[config.mk]
export PLATFORM = sky130hd
export DESIGN_NAME = filter
export DESIGN_NICKNAME = d
export VERILOG_FILES = /design/src/filter_pkg.sv /design/src/filter.sv /design/src/diff_filter.sv /design/src/boxcar_filter.sv /design/src/exp_sig_gen.sv /design/src/sample_delay.sv
export VERILOG_INCLUDE_DIRS = /design/src /design/src/src
export SDC_FILE = /design/constraint.sdc
export NUM_CORES = 1
export LEC_CHECK = 0
export ABC_AREA = 1
export BUFFER_PORTS_ARGS = -buffer_cell sky130_fd_sc_hd__buf_2
export CELL_PAD_IN_SITES_DETAIL_PLACEMENT = 1
export CELL_PAD_IN_SITES_GLOBAL_PLACEMENT = 1
export CORE_ASPECT_RATIO = 0.6
export CORE_UTILIZATION = 35
export DETAILED_ROUTE_END_ITERATION = 12
export PLACE_DENSITY = 0.64
export SLEW_MARGIN = 5
export SYNTH_ARGS = -nofsm -noshare
export SYNTH_HDL_FRONTEND = slang
export SYNTH_SLANG_ARGS = --single-unit
[constraint.sdc]
create_clock -name clk -period 2.5 [get_ports clk]
set_input_delay 0.25 -clock clk [delete_from_list [all_inputs] [get_ports clk]]
set_output_delay 0.25 -clock clk [all_outputs]
set_load 0.005 [all_outputs]
[src/filter_params.svh]
// Filter bench parameters for sample widths, pulse timing and filter lengths
`ifndef FILTER_PARAMS_SVH
`define FILTER_PARAMS_SVH

// --------------------
// Widths
// --------------------
// ADC sample width
`define ADC_WIDTH 12
// Test delay control width
`define DELAY_WIDTH 8

// --------------------
// Test pulse shape
// --------------------
// Pulse periods in clock cycles
`define PERIOD_SLOW 256
`define PERIOD_FAST 64
// Pulse height at each start
`define AMPLITUDE 2000
// Decay per cycle is value >> DECAY_SHIFT
`define DECAY_SHIFT 3

// --------------------
// Filter lengths
// --------------------
// Boxcar window, log2 and samples
`define BOXCAR_LOG2 3
`define BOXCAR_DEPTH 8
// Differentiator lag in samples
`define DIFF_DEPTH 4

`endif
[src/filter_pkg.sv]
// Filter bench package with the sample, running sum and difference types
`default_nettype none

`include "filter_params.svh"

package filter_pkg;

	// --------------------
	// Data types
	// --------------------
	// Raw ADC sample, unsigned
	typedef logic [`ADC_WIDTH-1:0] adc_t;

	// Running sum over the boxcar window
	// Grows by BOXCAR_LOG2 bits so a full window of ADC_MAX fits
	typedef logic [`ADC_WIDTH+`BOXCAR_LOG2-1:0] sum_t;

	// Signed difference of two sums
	// One extra bit for the sign
	typedef logic signed [`ADC_WIDTH+`BOXCAR_LOG2:0] diff_t;

	// --------------------
	// Constants
	// --------------------
	// Saturation limit of the generator, all ones
	localparam adc_t ADC_MAX = '1;

endpackage

`default_nettype wire

[src/filter.sv]
// Filter bench top level chaining the pulse generator, boxcar and differentiator
`default_nettype none

`include "filter_params.svh"

module filter (
	input  wire                     clk,
	input  wire                     reset,
	// --------------------
	// Test controls
	// --------------------
	input  wire                     test_overlay,
	input  wire                     test_rate,
	input  wire [`DELAY_WIDTH-1:0]  test_delay,
	// --------------------
	// Stage outputs
	// --------------------
	// Raw test signal
	output filter_pkg::adc_t        output_data,
	// Boxcar sum, one cycle behind output_data
	output filter_pkg::sum_t        output_data_avg,
	// Difference, two cycles behind output_data
	output filter_pkg::diff_t       output_data_diff
);

	// Stage to stage samples, one per clock
	filter_pkg::adc_t  sig_data;
	filter_pkg::sum_t  avg_data;

	// Taps exposed at the top
	assign output_data     = sig_data;
	assign output_data_avg = avg_data;

	// --------------------
	// Pipeline
	// --------------------
	exp_sig_gen i_exp_sig_gen (
		.clk         (clk),
		.reset       (reset),
		.overlay     (test_overlay),
		.rate        (test_rate),
		.delay       (test_delay),
		.output_data (sig_data)
	);

	// Running sum of the test signal
	boxcar_filter i_boxcar_filter (
		.clk         (clk),
		.reset       (reset),
		.input_data  (sig_data),
		.output_data (avg_data)
	);

	// Shapes the running sum
	diff_filter i_diff_filter (
		.clk         (clk),
		.reset       (reset),
		.input_data  (avg_data),
		.output_data (output_data_diff)
	);

endmodule

`default_nettype wire

[src/diff_filter.sv]
// Differentiator stage subtracting the sum from DIFF_DEPTH samples earlier
`default_nettype none

`include "filter_params.svh"

module diff_filter (
	input  wire               clk,
	input  wire               reset,
	input  filter_pkg::sum_t  input_data,
	output filter_pkg::diff_t output_data
);

	// --------------------
	// Signals
	// --------------------
	// Sum from DIFF_DEPTH inputs ago
	filter_pkg::sum_t   old_sum;
	// Signed copies with a zero sign bit
	filter_pkg::diff_t  cur_ext;
	filter_pkg::diff_t  old_ext;
	filter_pkg::diff_t  diff_reg;

	// Lag line on the sums
	sample_delay #(
		.payload_t (filter_pkg::sum_t),
		.DEPTH     (`DIFF_DEPTH)
	) i_lag_delay (
		.clk      (clk),
		.reset    (reset),
		.in_data  (input_data),
		.out_data (old_sum)
	);

	// --------------------
	// Difference
	// --------------------
	assign cur_ext = $signed({1'b0, input_data});
	assign old_ext = $signed({1'b0, old_sum});

	// Boxcar step becomes a flat-topped bipolar shape
	// Negative while the sum falls during decay
	always_ff @(posedge clk) begin
		if (reset) begin
			diff_reg <= '0;
		end else begin
			diff_reg <= cur_ext - old_ext;
		end
	end

	assign output_data = diff_reg;

endmodule

`default_nettype wire

[src/boxcar_filter.sv]
// Boxcar stage forming the running sum of the last BOXCAR_DEPTH samples
`default_nettype none

`include "filter_params.svh"

module boxcar_filter (
	input  wire               clk,
	input  wire               reset,
	input  filter_pkg::adc_t  input_data,
	output filter_pkg::sum_t  output_data
);

	// --------------------
	// Signals
	// --------------------
	// Sample leaving the window, BOXCAR_DEPTH inputs old
	filter_pkg::adc_t  old_data;
	// Running window sum
	filter_pkg::sum_t  acc;
	filter_pkg::sum_t  acc_next;
	// Both operands widened to the sum width
	filter_pkg::sum_t  new_ext;
	filter_pkg::sum_t  old_ext;

	// --------------------
	// Window delay line
	// --------------------
	// Zero after reset, so the early window fills with zeros
	sample_delay #(
		.payload_t (filter_pkg::adc_t),
		.DEPTH     (`BOXCAR_DEPTH)
	) i_window_delay (
		.clk      (clk),
		.reset    (reset),
		.in_data  (input_data),
		.out_data (old_data)
	);

	// --------------------
	// Accumulator
	// --------------------
	assign new_ext = filter_pkg::sum_t'(input_data);
	assign old_ext = filter_pkg::sum_t'(old_data);

	// Add the entering sample, drop the leaving one
	// Intermediate wrap cancels, the true sum always fits in sum_t
	assign acc_next = acc + new_ext - old_ext;

	always_ff @(posedge clk) begin
		if (reset) begin
			acc <= '0;
		end else begin
			acc <= acc_next;
		end
	end

	// One cycle latency
	assign output_data = acc;

endmodule

`default_nettype wire

[src/exp_sig_gen.sv]
// Test pulse generator producing periodic exponentially decaying pulses
`default_nettype none

`include "filter_params.svh"

module exp_sig_gen (
	input  wire                     clk,
	input  wire                     reset,
	// Add each pulse on top of the residual value
	input  wire                     overlay,
	// 1 selects PERIOD_FAST, 0 selects PERIOD_SLOW
	input  wire                     rate,
	// Counter value that starts a pulse
	input  wire [`DELAY_WIDTH-1:0]  delay,
	output filter_pkg::adc_t        output_data
);

	// --------------------
	// Constants
	// --------------------
	// Counter wide enough for the slow period
	localparam int CNT_WIDTH = $clog2(`PERIOD_SLOW);
	// Last counter value of each period
	localparam logic [CNT_WIDTH-1:0] LAST_SLOW = CNT_WIDTH'(`PERIOD_SLOW - 1);
	localparam logic [CNT_WIDTH-1:0] LAST_FAST = CNT_WIDTH'(`PERIOD_FAST - 1);
	// Pulse height as a sample
	localparam filter_pkg::adc_t AMP = filter_pkg::adc_t'(`AMPLITUDE);

	// --------------------
	// Signals
	// --------------------
	logic [CNT_WIDTH-1:0]  cnt;
	logic [CNT_WIDTH-1:0]  cnt_last;
	logic                  wrap;
	logic                  match;
	// Overlay sum with carry bit
	logic [`ADC_WIDTH:0]   pile_sum;
	filter_pkg::adc_t      pile_sat;
	filter_pkg::adc_t      decay_val;
	filter_pkg::adc_t      sample;
	filter_pkg::adc_t      sample_next;

	// --------------------
	// Period counter
	// --------------------
	// Rate is sampled every cycle
	assign cnt_last = rate ? LAST_FAST : LAST_SLOW;
	// Also wraps if a switch to the fast rate leaves the counter past the end
	assign wrap = (cnt >= cnt_last);

	always_ff @(posedge clk) begin
		if (reset) begin
			cnt <= '0;
		end else if (wrap) begin
			cnt <= '0;
		end else begin
			cnt <= cnt + 1'b1;
		end
	end

	// Zero-extended compare, a delay past the period never matches
	assign match = ({{`DELAY_WIDTH{1'b0}}, cnt} == {{CNT_WIDTH{1'b0}}, delay});

	// --------------------
	// Pulse value
	// --------------------
	// Pile-up on the current output, clamped at full scale
	assign pile_sum = {1'b0, sample} + {1'b0, AMP};
	assign pile_sat = pile_sum[`ADC_WIDTH] ? filter_pkg::ADC_MAX : pile_sum[`ADC_WIDTH-1:0];

	// Shift and subtract, no multiplier
	// Never underflows since the shifted value is at most the value itself
	assign decay_val = sample - (sample >> `DECAY_SHIFT);

	always_comb begin
		if (!match) begin
			sample_next = decay_val;
		end else if (overlay) begin
			sample_next = pile_sat;
		end else begin
			// Fresh pulse, residual dropped
			sample_next = AMP;
		end
	end

	always_ff @(posedge clk) begin
		if (reset) begin
			sample <= '0;
		end else begin
			sample <= sample_next;
		end
	end

	// Registered output, match in cycle n shows after the closing edge
	assign output_data = sample;

endmodule

`default_nettype wire

[src/sample_delay.sv]
// Fixed-depth shift-register delay line for any payload type
`default_nettype none

module sample_delay #(
	// Payload carried through the line
	parameter type payload_t = logic,
	// Number of register stages
	parameter int DEPTH = 1
) (
	input  wire      clk,
	input  wire      reset,
	input  payload_t in_data,
	output payload_t out_data
);

	// --------------------
	// Storage
	// --------------------
	// Stage 0 takes the new sample, stage DEPTH-1 is the oldest
	payload_t taps [DEPTH];

	// --------------------
	// Shift register
	// --------------------
	always_ff @(posedge clk) begin
		if (reset) begin
			// Whole line cleared so samples before reset count as zero
			for (int i = 0; i < DEPTH; i++) begin
				taps[i] <= '0;
			end
		end else begin
			taps[0] <= in_data;
			// Move every entry one stage older
			for (int i = 1; i < DEPTH; i++) begin
				taps[i] <= taps[i-1];
			end
		end
	end

	// Sample from DEPTH edges ago
	assign out_data = taps[DEPTH-1];

endmodule

`default_nettype wire

# After elaboration in Yosys (flattened, before gate mapping)
# Memories as Yosys holds them, arrays and structs flattened.
# Cells that the tools add are included.
[totals]
reg_bits = 51
ramBits = 156
output_inout_bits = 43
wordCells = 46
mem_count = 2
[op_classes]
addsub = 6
order_cmp = 1
eq_ne = 1
mux = 19
bitwise = 12
n_reduce_logical = 1
[mem_list]
columns = ["memory", "depth", "width", "rd", "rd_ports_with_merged_regs", "wr", "line", "source"]
rows = [
  ["i_boxcar_filter.i_window_delay.taps", 8, 12, 8, 0, 8, "sample_delay.sv:20", "payload_t taps [DEPTH];"],
  ["i_diff_filter.i_lag_delay.taps", 4, 15, 4, 0, 4, "sample_delay.sv:20", ""],
]
[ops]
columns = ["op", "count"]
rows = [
  ["12-bit 2-to-1 mux", 11],
  ["15-bit 2-to-1 mux", 4],
  ["15-bit by 15-bit subtractor with 16-bit output", 1],
  ["15-bit by 12-bit adder with 15-bit output", 1],
  ["15-bit by 12-bit subtractor with 15-bit output", 1],
  ["12-bit by 11-bit adder with 13-bit output, second input constant", 1],
  ["1-bit OR", 12],
  ["12-bit by 9-bit subtractor with 12-bit output", 1],
  ["8-bit by 1-bit adder with 8-bit output, second input constant", 1],
  ["8-bit equality test", 1],
  ["8-bit greater-or-equal comparator", 1],
  ["8-bit 2-to-1 mux", 1],
  ["1-bit 2-to-1 mux", 3],
  ["2-bit OR reduction", 1],
]

# Logic depth before layout (Yosys ltp)
[depth]
depth_word = 4
ltp_mapped = 14
mapped_depth_nobuf = 14

# Cells and area by module
# From an unflattened synthesis, not the netlist that was laid out.
[unflattened]
hier_cells = 1238
area_unflattened_um2 = 9220.1
[by_module_without_submodules]
columns = ["module", "instances", "cells_each", "area_each_um2", "seq_area_each_um2"]
rows = [
  ["sample_delay (i_boxcar_filter.i_window_delay)", 1, 299, 2813.9, 1921.8],
  ["sample_delay (i_diff_filter.i_lag_delay)", 1, 187, 1730.4, 1201.2],
  ["exp_sig_gen", 1, 269, 1666.6, 400.4],
  ["boxcar_filter", 1, 259, 1644.1, 300.3],
  ["diff_filter", 1, 224, 1365.1, 320.3],
]

# Worst setup path after synthesis
# No wires, ideal clock.
[synth_timing]
path_kind = "register to register"
start = "reg i_exp_sig_gen.sample[1], in the netlist i_exp_sig_gen.output_data[1]"
end = "reg i_boxcar_filter.acc[14], in the netlist i_boxcar_filter.output_data[14]"
setup_time_ns = 0.115
arrival_ns = 2.146
required_time_ns = 2.385
slack_ns = 0.239
path_stages_with_launch = 10
cell_sequence = "dfxtp_1 inv_1 fa_1 fa_1 o21ai_1 nand2_1 nand2_1 nand3_1 a21oi_1 nor2_1"
[synth_via]
elab_chain_len = 2
[synth_lines]
columns = ["element", "line", "source"]
rows = [
  ["from (decl)", "exp_sig_gen.sv:40", "filter_pkg::adc_t sample;"],
  ["from (signal assigned)", "exp_sig_gen.sv:90", "sample <= sample_next;"],
  ["15-bit by 12-bit adder with 15-bit output", "boxcar_filter.sv:47", "assign acc_next = acc + new_ext - old_ext;"],
  ["15-bit by 12-bit subtractor with 15-bit output", "boxcar_filter.sv:47", ""],
  ["to (signal assigned)", "boxcar_filter.sv:53", "acc <= acc_next;"],
  ["to (decl)", "boxcar_filter.sv:19", "filter_pkg::sum_t acc;"],
]
# Every way passes these cells.
# A chain may end at the register's enable or synchronous reset.

# Worst setup path in the final report
[layout_timing]
start = "reg i_exp_sig_gen.sample[2], in the netlist i_exp_sig_gen.output_data[2]"
end = "reg i_boxcar_filter.acc[11], in the netlist i_boxcar_filter.output_data[11]"
# The elaborated chain is that of the path after synthesis.

==> results.py <==
metrics = {
    "outcome": {
        "status": "completed",
    },
    "drt": {
        "drtIter0Drc": 266,
        "drtAntennaViolNets": 0,
        "totalWireLength_um": 21000,
        "via_count": 6666,
        "routedWlPerCell_um": 13.6,
        "drcViolationCount": 0,
        "drtPass1Iterations": 4,
        "via_per_inst": 4.33,
    },
    "critical_path": {
        "path_class": "reg2reg",
        "reg2reg_to": "i_boxcar_filter.output_data[11]$_SDFF_PP0_",
        "crit_fanout": 4,
        "worst_path_most_repeated_cell": "nand2_1",
        "crit_slowest_cell": "fa_1",
        "endpoint_kind": "flip-flop",
        "cp_top_family": "adder cells",
        "cp-start-kind": "flip-flop",
        "crit_buf_inv": 2,
        "reg2reg_slack_ns": 0.11,
        "cp.arrival_ns": 2.74,
        "path_cells": "inv_1, fa_1, inv_1, ha_1, a21oi_1, nand2_1, nand2_1, nand2_1, nand2_1, nand2_1, nand2_1, a21oi_1",
        "cp_slowest_stage_delay_ns": 0.54,
        "r2r_start": "i_exp_sig_gen.output_data[2]$_SDFFE_PP0P_",
        "worstPathRequired_ns": 2.85,
        "crit_path_start": "i_exp_sig_gen.output_data[2]$_SDFFE_PP0P_",
        "r2r_cells": 12,
    },
    "yosys": {
        "synthesis.nets": 1197,
        "synth_cell_types": 36,
        "synth_flop_cell": "dfxtp_1",
        "synth_area_um2": 8610,
        "synth_edf_count": 0,
        "yosys-top-cells-area": "dfxtp_1, nor2_1, inv_1",
        "async_flop_share_pct": 0,
        "avgSynthCellArea_um2": 7.63,
        "yosysTopAreaCell": "dfxtp_1",
        "seq_area_frac_synth_pct": 48.2,
        "synth_top_area_share_pct": 48.2,
        "syn_inst": 1128,
        "ys_ff_latch": 207,
        "yosys_warnings": 0,
    },
    "cells_and_area": {
        "final_common_cell": "nor2_1",
        "areaGrowthSynthToFinish_pct": 17.1,
        "antenna_cells": 0,
        "nets": 1271,
        "fin_cells": 1538,
        "multi_input_area_um2": 3420,
        "fillers": 2961,
        "final_cell_mix": "nor2_1, inv_1, dfxtp_1",
        "register_area_um2": 4140,
        "drive_gt1_share_pct": 11.5,
    },
    "sta": {
        "slew_violations": 0,
        "max_slew.worst_pin.slew_ns": 0.731,
        "hold-worst-slack_ns": 0.145,
        "fmax_ghz": 0.419,
        "fin_skew_ns": 0.0206,
        "setup_viol": 0,
        "finalCritPeriodShare_pct": 95.5,
        "final_hold_viol_count": 0,
        "relSlewSlack_pct": 50.9,
        "fin_ws_ns": 0.112,
        "period_needed_ns": 2.39,
    },
    "placed_design": {
        "dp_hpwl_um": 15400,
        "gp_congestion": 0.840,
        "dp.cells": 1501,
        "port_buffers": 54,
        "dp_slack_ns": 0.136,
    },
    "global_routing": {
        "grt.overflow.total": 0,
        "grt_antenna_before_repair": 1,
        "grt_pass1_wl_um": 34100,
        "grtUsageTotal_pct": 17.2,
        "grt_max_degree": 174,
        "grt_pass1_vias": 6519,
    },
    "clock_tree": {
        "cts_max_level": 1,
        "cts_tree": "done",
        "cts_setup_buffers": 0,
        "cts_max_path_buffers": 3,
        "path_clk_slew_ns": 0.07,
        "ctsHoldBuffers": 0,
        "cts-root-buf": "clkbuf_16",
        "numCtsBuffers": 21,
        "clkLatencyLatePin_ns": 0.52,
        "clkSinkCount": 207,
        "cts_resized": 0,
    },
    "run": {
        "maxCapViolCount": 0,
    },
    "power": {
        "powerDensity_nw_per_um2": 1390,
        "leakagePower_nw": 4.69,
        "total_power_mw": 14.0,
        "irDropWorstVdd_mv": 0.502,
    },
    "floorplan": {
        "die_x_um": 204,
        "start_util_pct": 35.6,
        "die_y_um": 123,
        "ios": 55,
        "core_area_um2": 24200,
        "row_count": 44,
        "die_area_um2": 25200,
    },
    "hold_path": {
        "holdPathStages": 3,
        "holdPathEnd": "i_exp_sig_gen.output_data[11]$_SDFF_PP0_",
        "hp-start": "test_overlay",
        "hold_class": "in2reg",
    },
}
-- state kept, by name, summed over array words and instances, names as in the netlist --
name and cells:
i_exp_sig_gen.output_data 12, i_boxcar_filter.output_data 15, i_diff_filter.i_lag_delay.taps 60, i_exp_sig_gen.cnt 8
i_diff_filter.output_data 16, i_boxcar_filter.i_window_delay.taps 96
-- stage by stage --
step	cell area, um2	utilization (%)	setup TNS [ns]
finish	10100	41.7	0
global route	10100	41.7	-0.00834
CTS	10100	41.6	0
detailed placement	9350	38.7	0
global placement	9350	38.7	0
floorplan	8610	-	0
-- cell type report --
type	count	share of cell area, %
clock buffers	26	5.80
inverters	256	9.54
multi-input cells	641	33.9
clock inverters	11	1.23
repair buffers	75	4.40
well taps	322	4.00
flip-flops and latches	207	41.1
-- worst min-delay path: stages --
cell	delay, ns
buf_2	0.17
nand4_1	0.12
a21oi_1	0.06
-- cell families (layout without fill, tap and decap cells) --
group                    Yosys count  in the layout  share of synthesized area (%)
AO/OA/AOI/OAI                     85             85                           5.36
XOR/XNOR                          14             14                           1.42
adder cells (fa/ha/maj)           57             57                           9.51
buffers and inverters            280            368                           12.4
flip-flops                       207            207                           48.2
AND/OR/NAND/NOR                  485            485                           23.1
-- Yosys cell counts (3+ instances only) --
| cell | number |
|---|---|
| nor2_1 | 249 |
| inv_1 | 248 |
| dfxtp_1 | 207 |
| nand2_1 | 171 |
| a21oi_1 | 53 |
| ha_1 | 43 |
| nand3_1 | 34 |
| clkbuf_1 | 21 |
| fa_1 | 14 |
| o21ai_0 | 14 |
| xor2_1 | 12 |
| nand4_1 | 10 |
| inv_2 | 6 |
| o21ai_1 | 6 |
| nor2_4 | 5 |
| nor3_1 | 5 |
| o21a_1 | 3 |
-- power breakdown --
part | switching (mW) | total (mW) | internal (mW)
combinational | 4.29 | 6.70 | 2.41
sequential | 0.236 | 4.04 | 3.81
clock | 1.34 | 3.21 | 1.88
-- routing by layer --
layer	GRT usage, %	wire length (um)
met1	27.0	11900
met2	23.7	7600
met3	4.11	1250
met4	2.52	227
met5	0	0
-- worst max path at each step --
stage / to / slack (ns) / depth (start not counted)
2_1_floorplan: i_boxcar_filter.output_data[14]$_SDFF_PP0_ / 0.24 / 9
3_3_place_gp: i_boxcar_filter.output_data[14]$_SDFF_PP0_ / 0.20 / 9
3_5_place_dp: i_boxcar_filter.output_data[14]$_SDFF_PP0_ / 0.14 / 9
4_1_cts: i_boxcar_filter.output_data[14]$_SDFF_PP0_ / 0.06 / 9
5_1_grt: i_boxcar_filter.output_data[11]$_SDFF_PP0_ / -0.006 / 12
6_report: i_boxcar_filter.output_data[11]$_SDFF_PP0_ / 0.11 / 12
No activity file was read; power rests on OpenSTA's default activity.
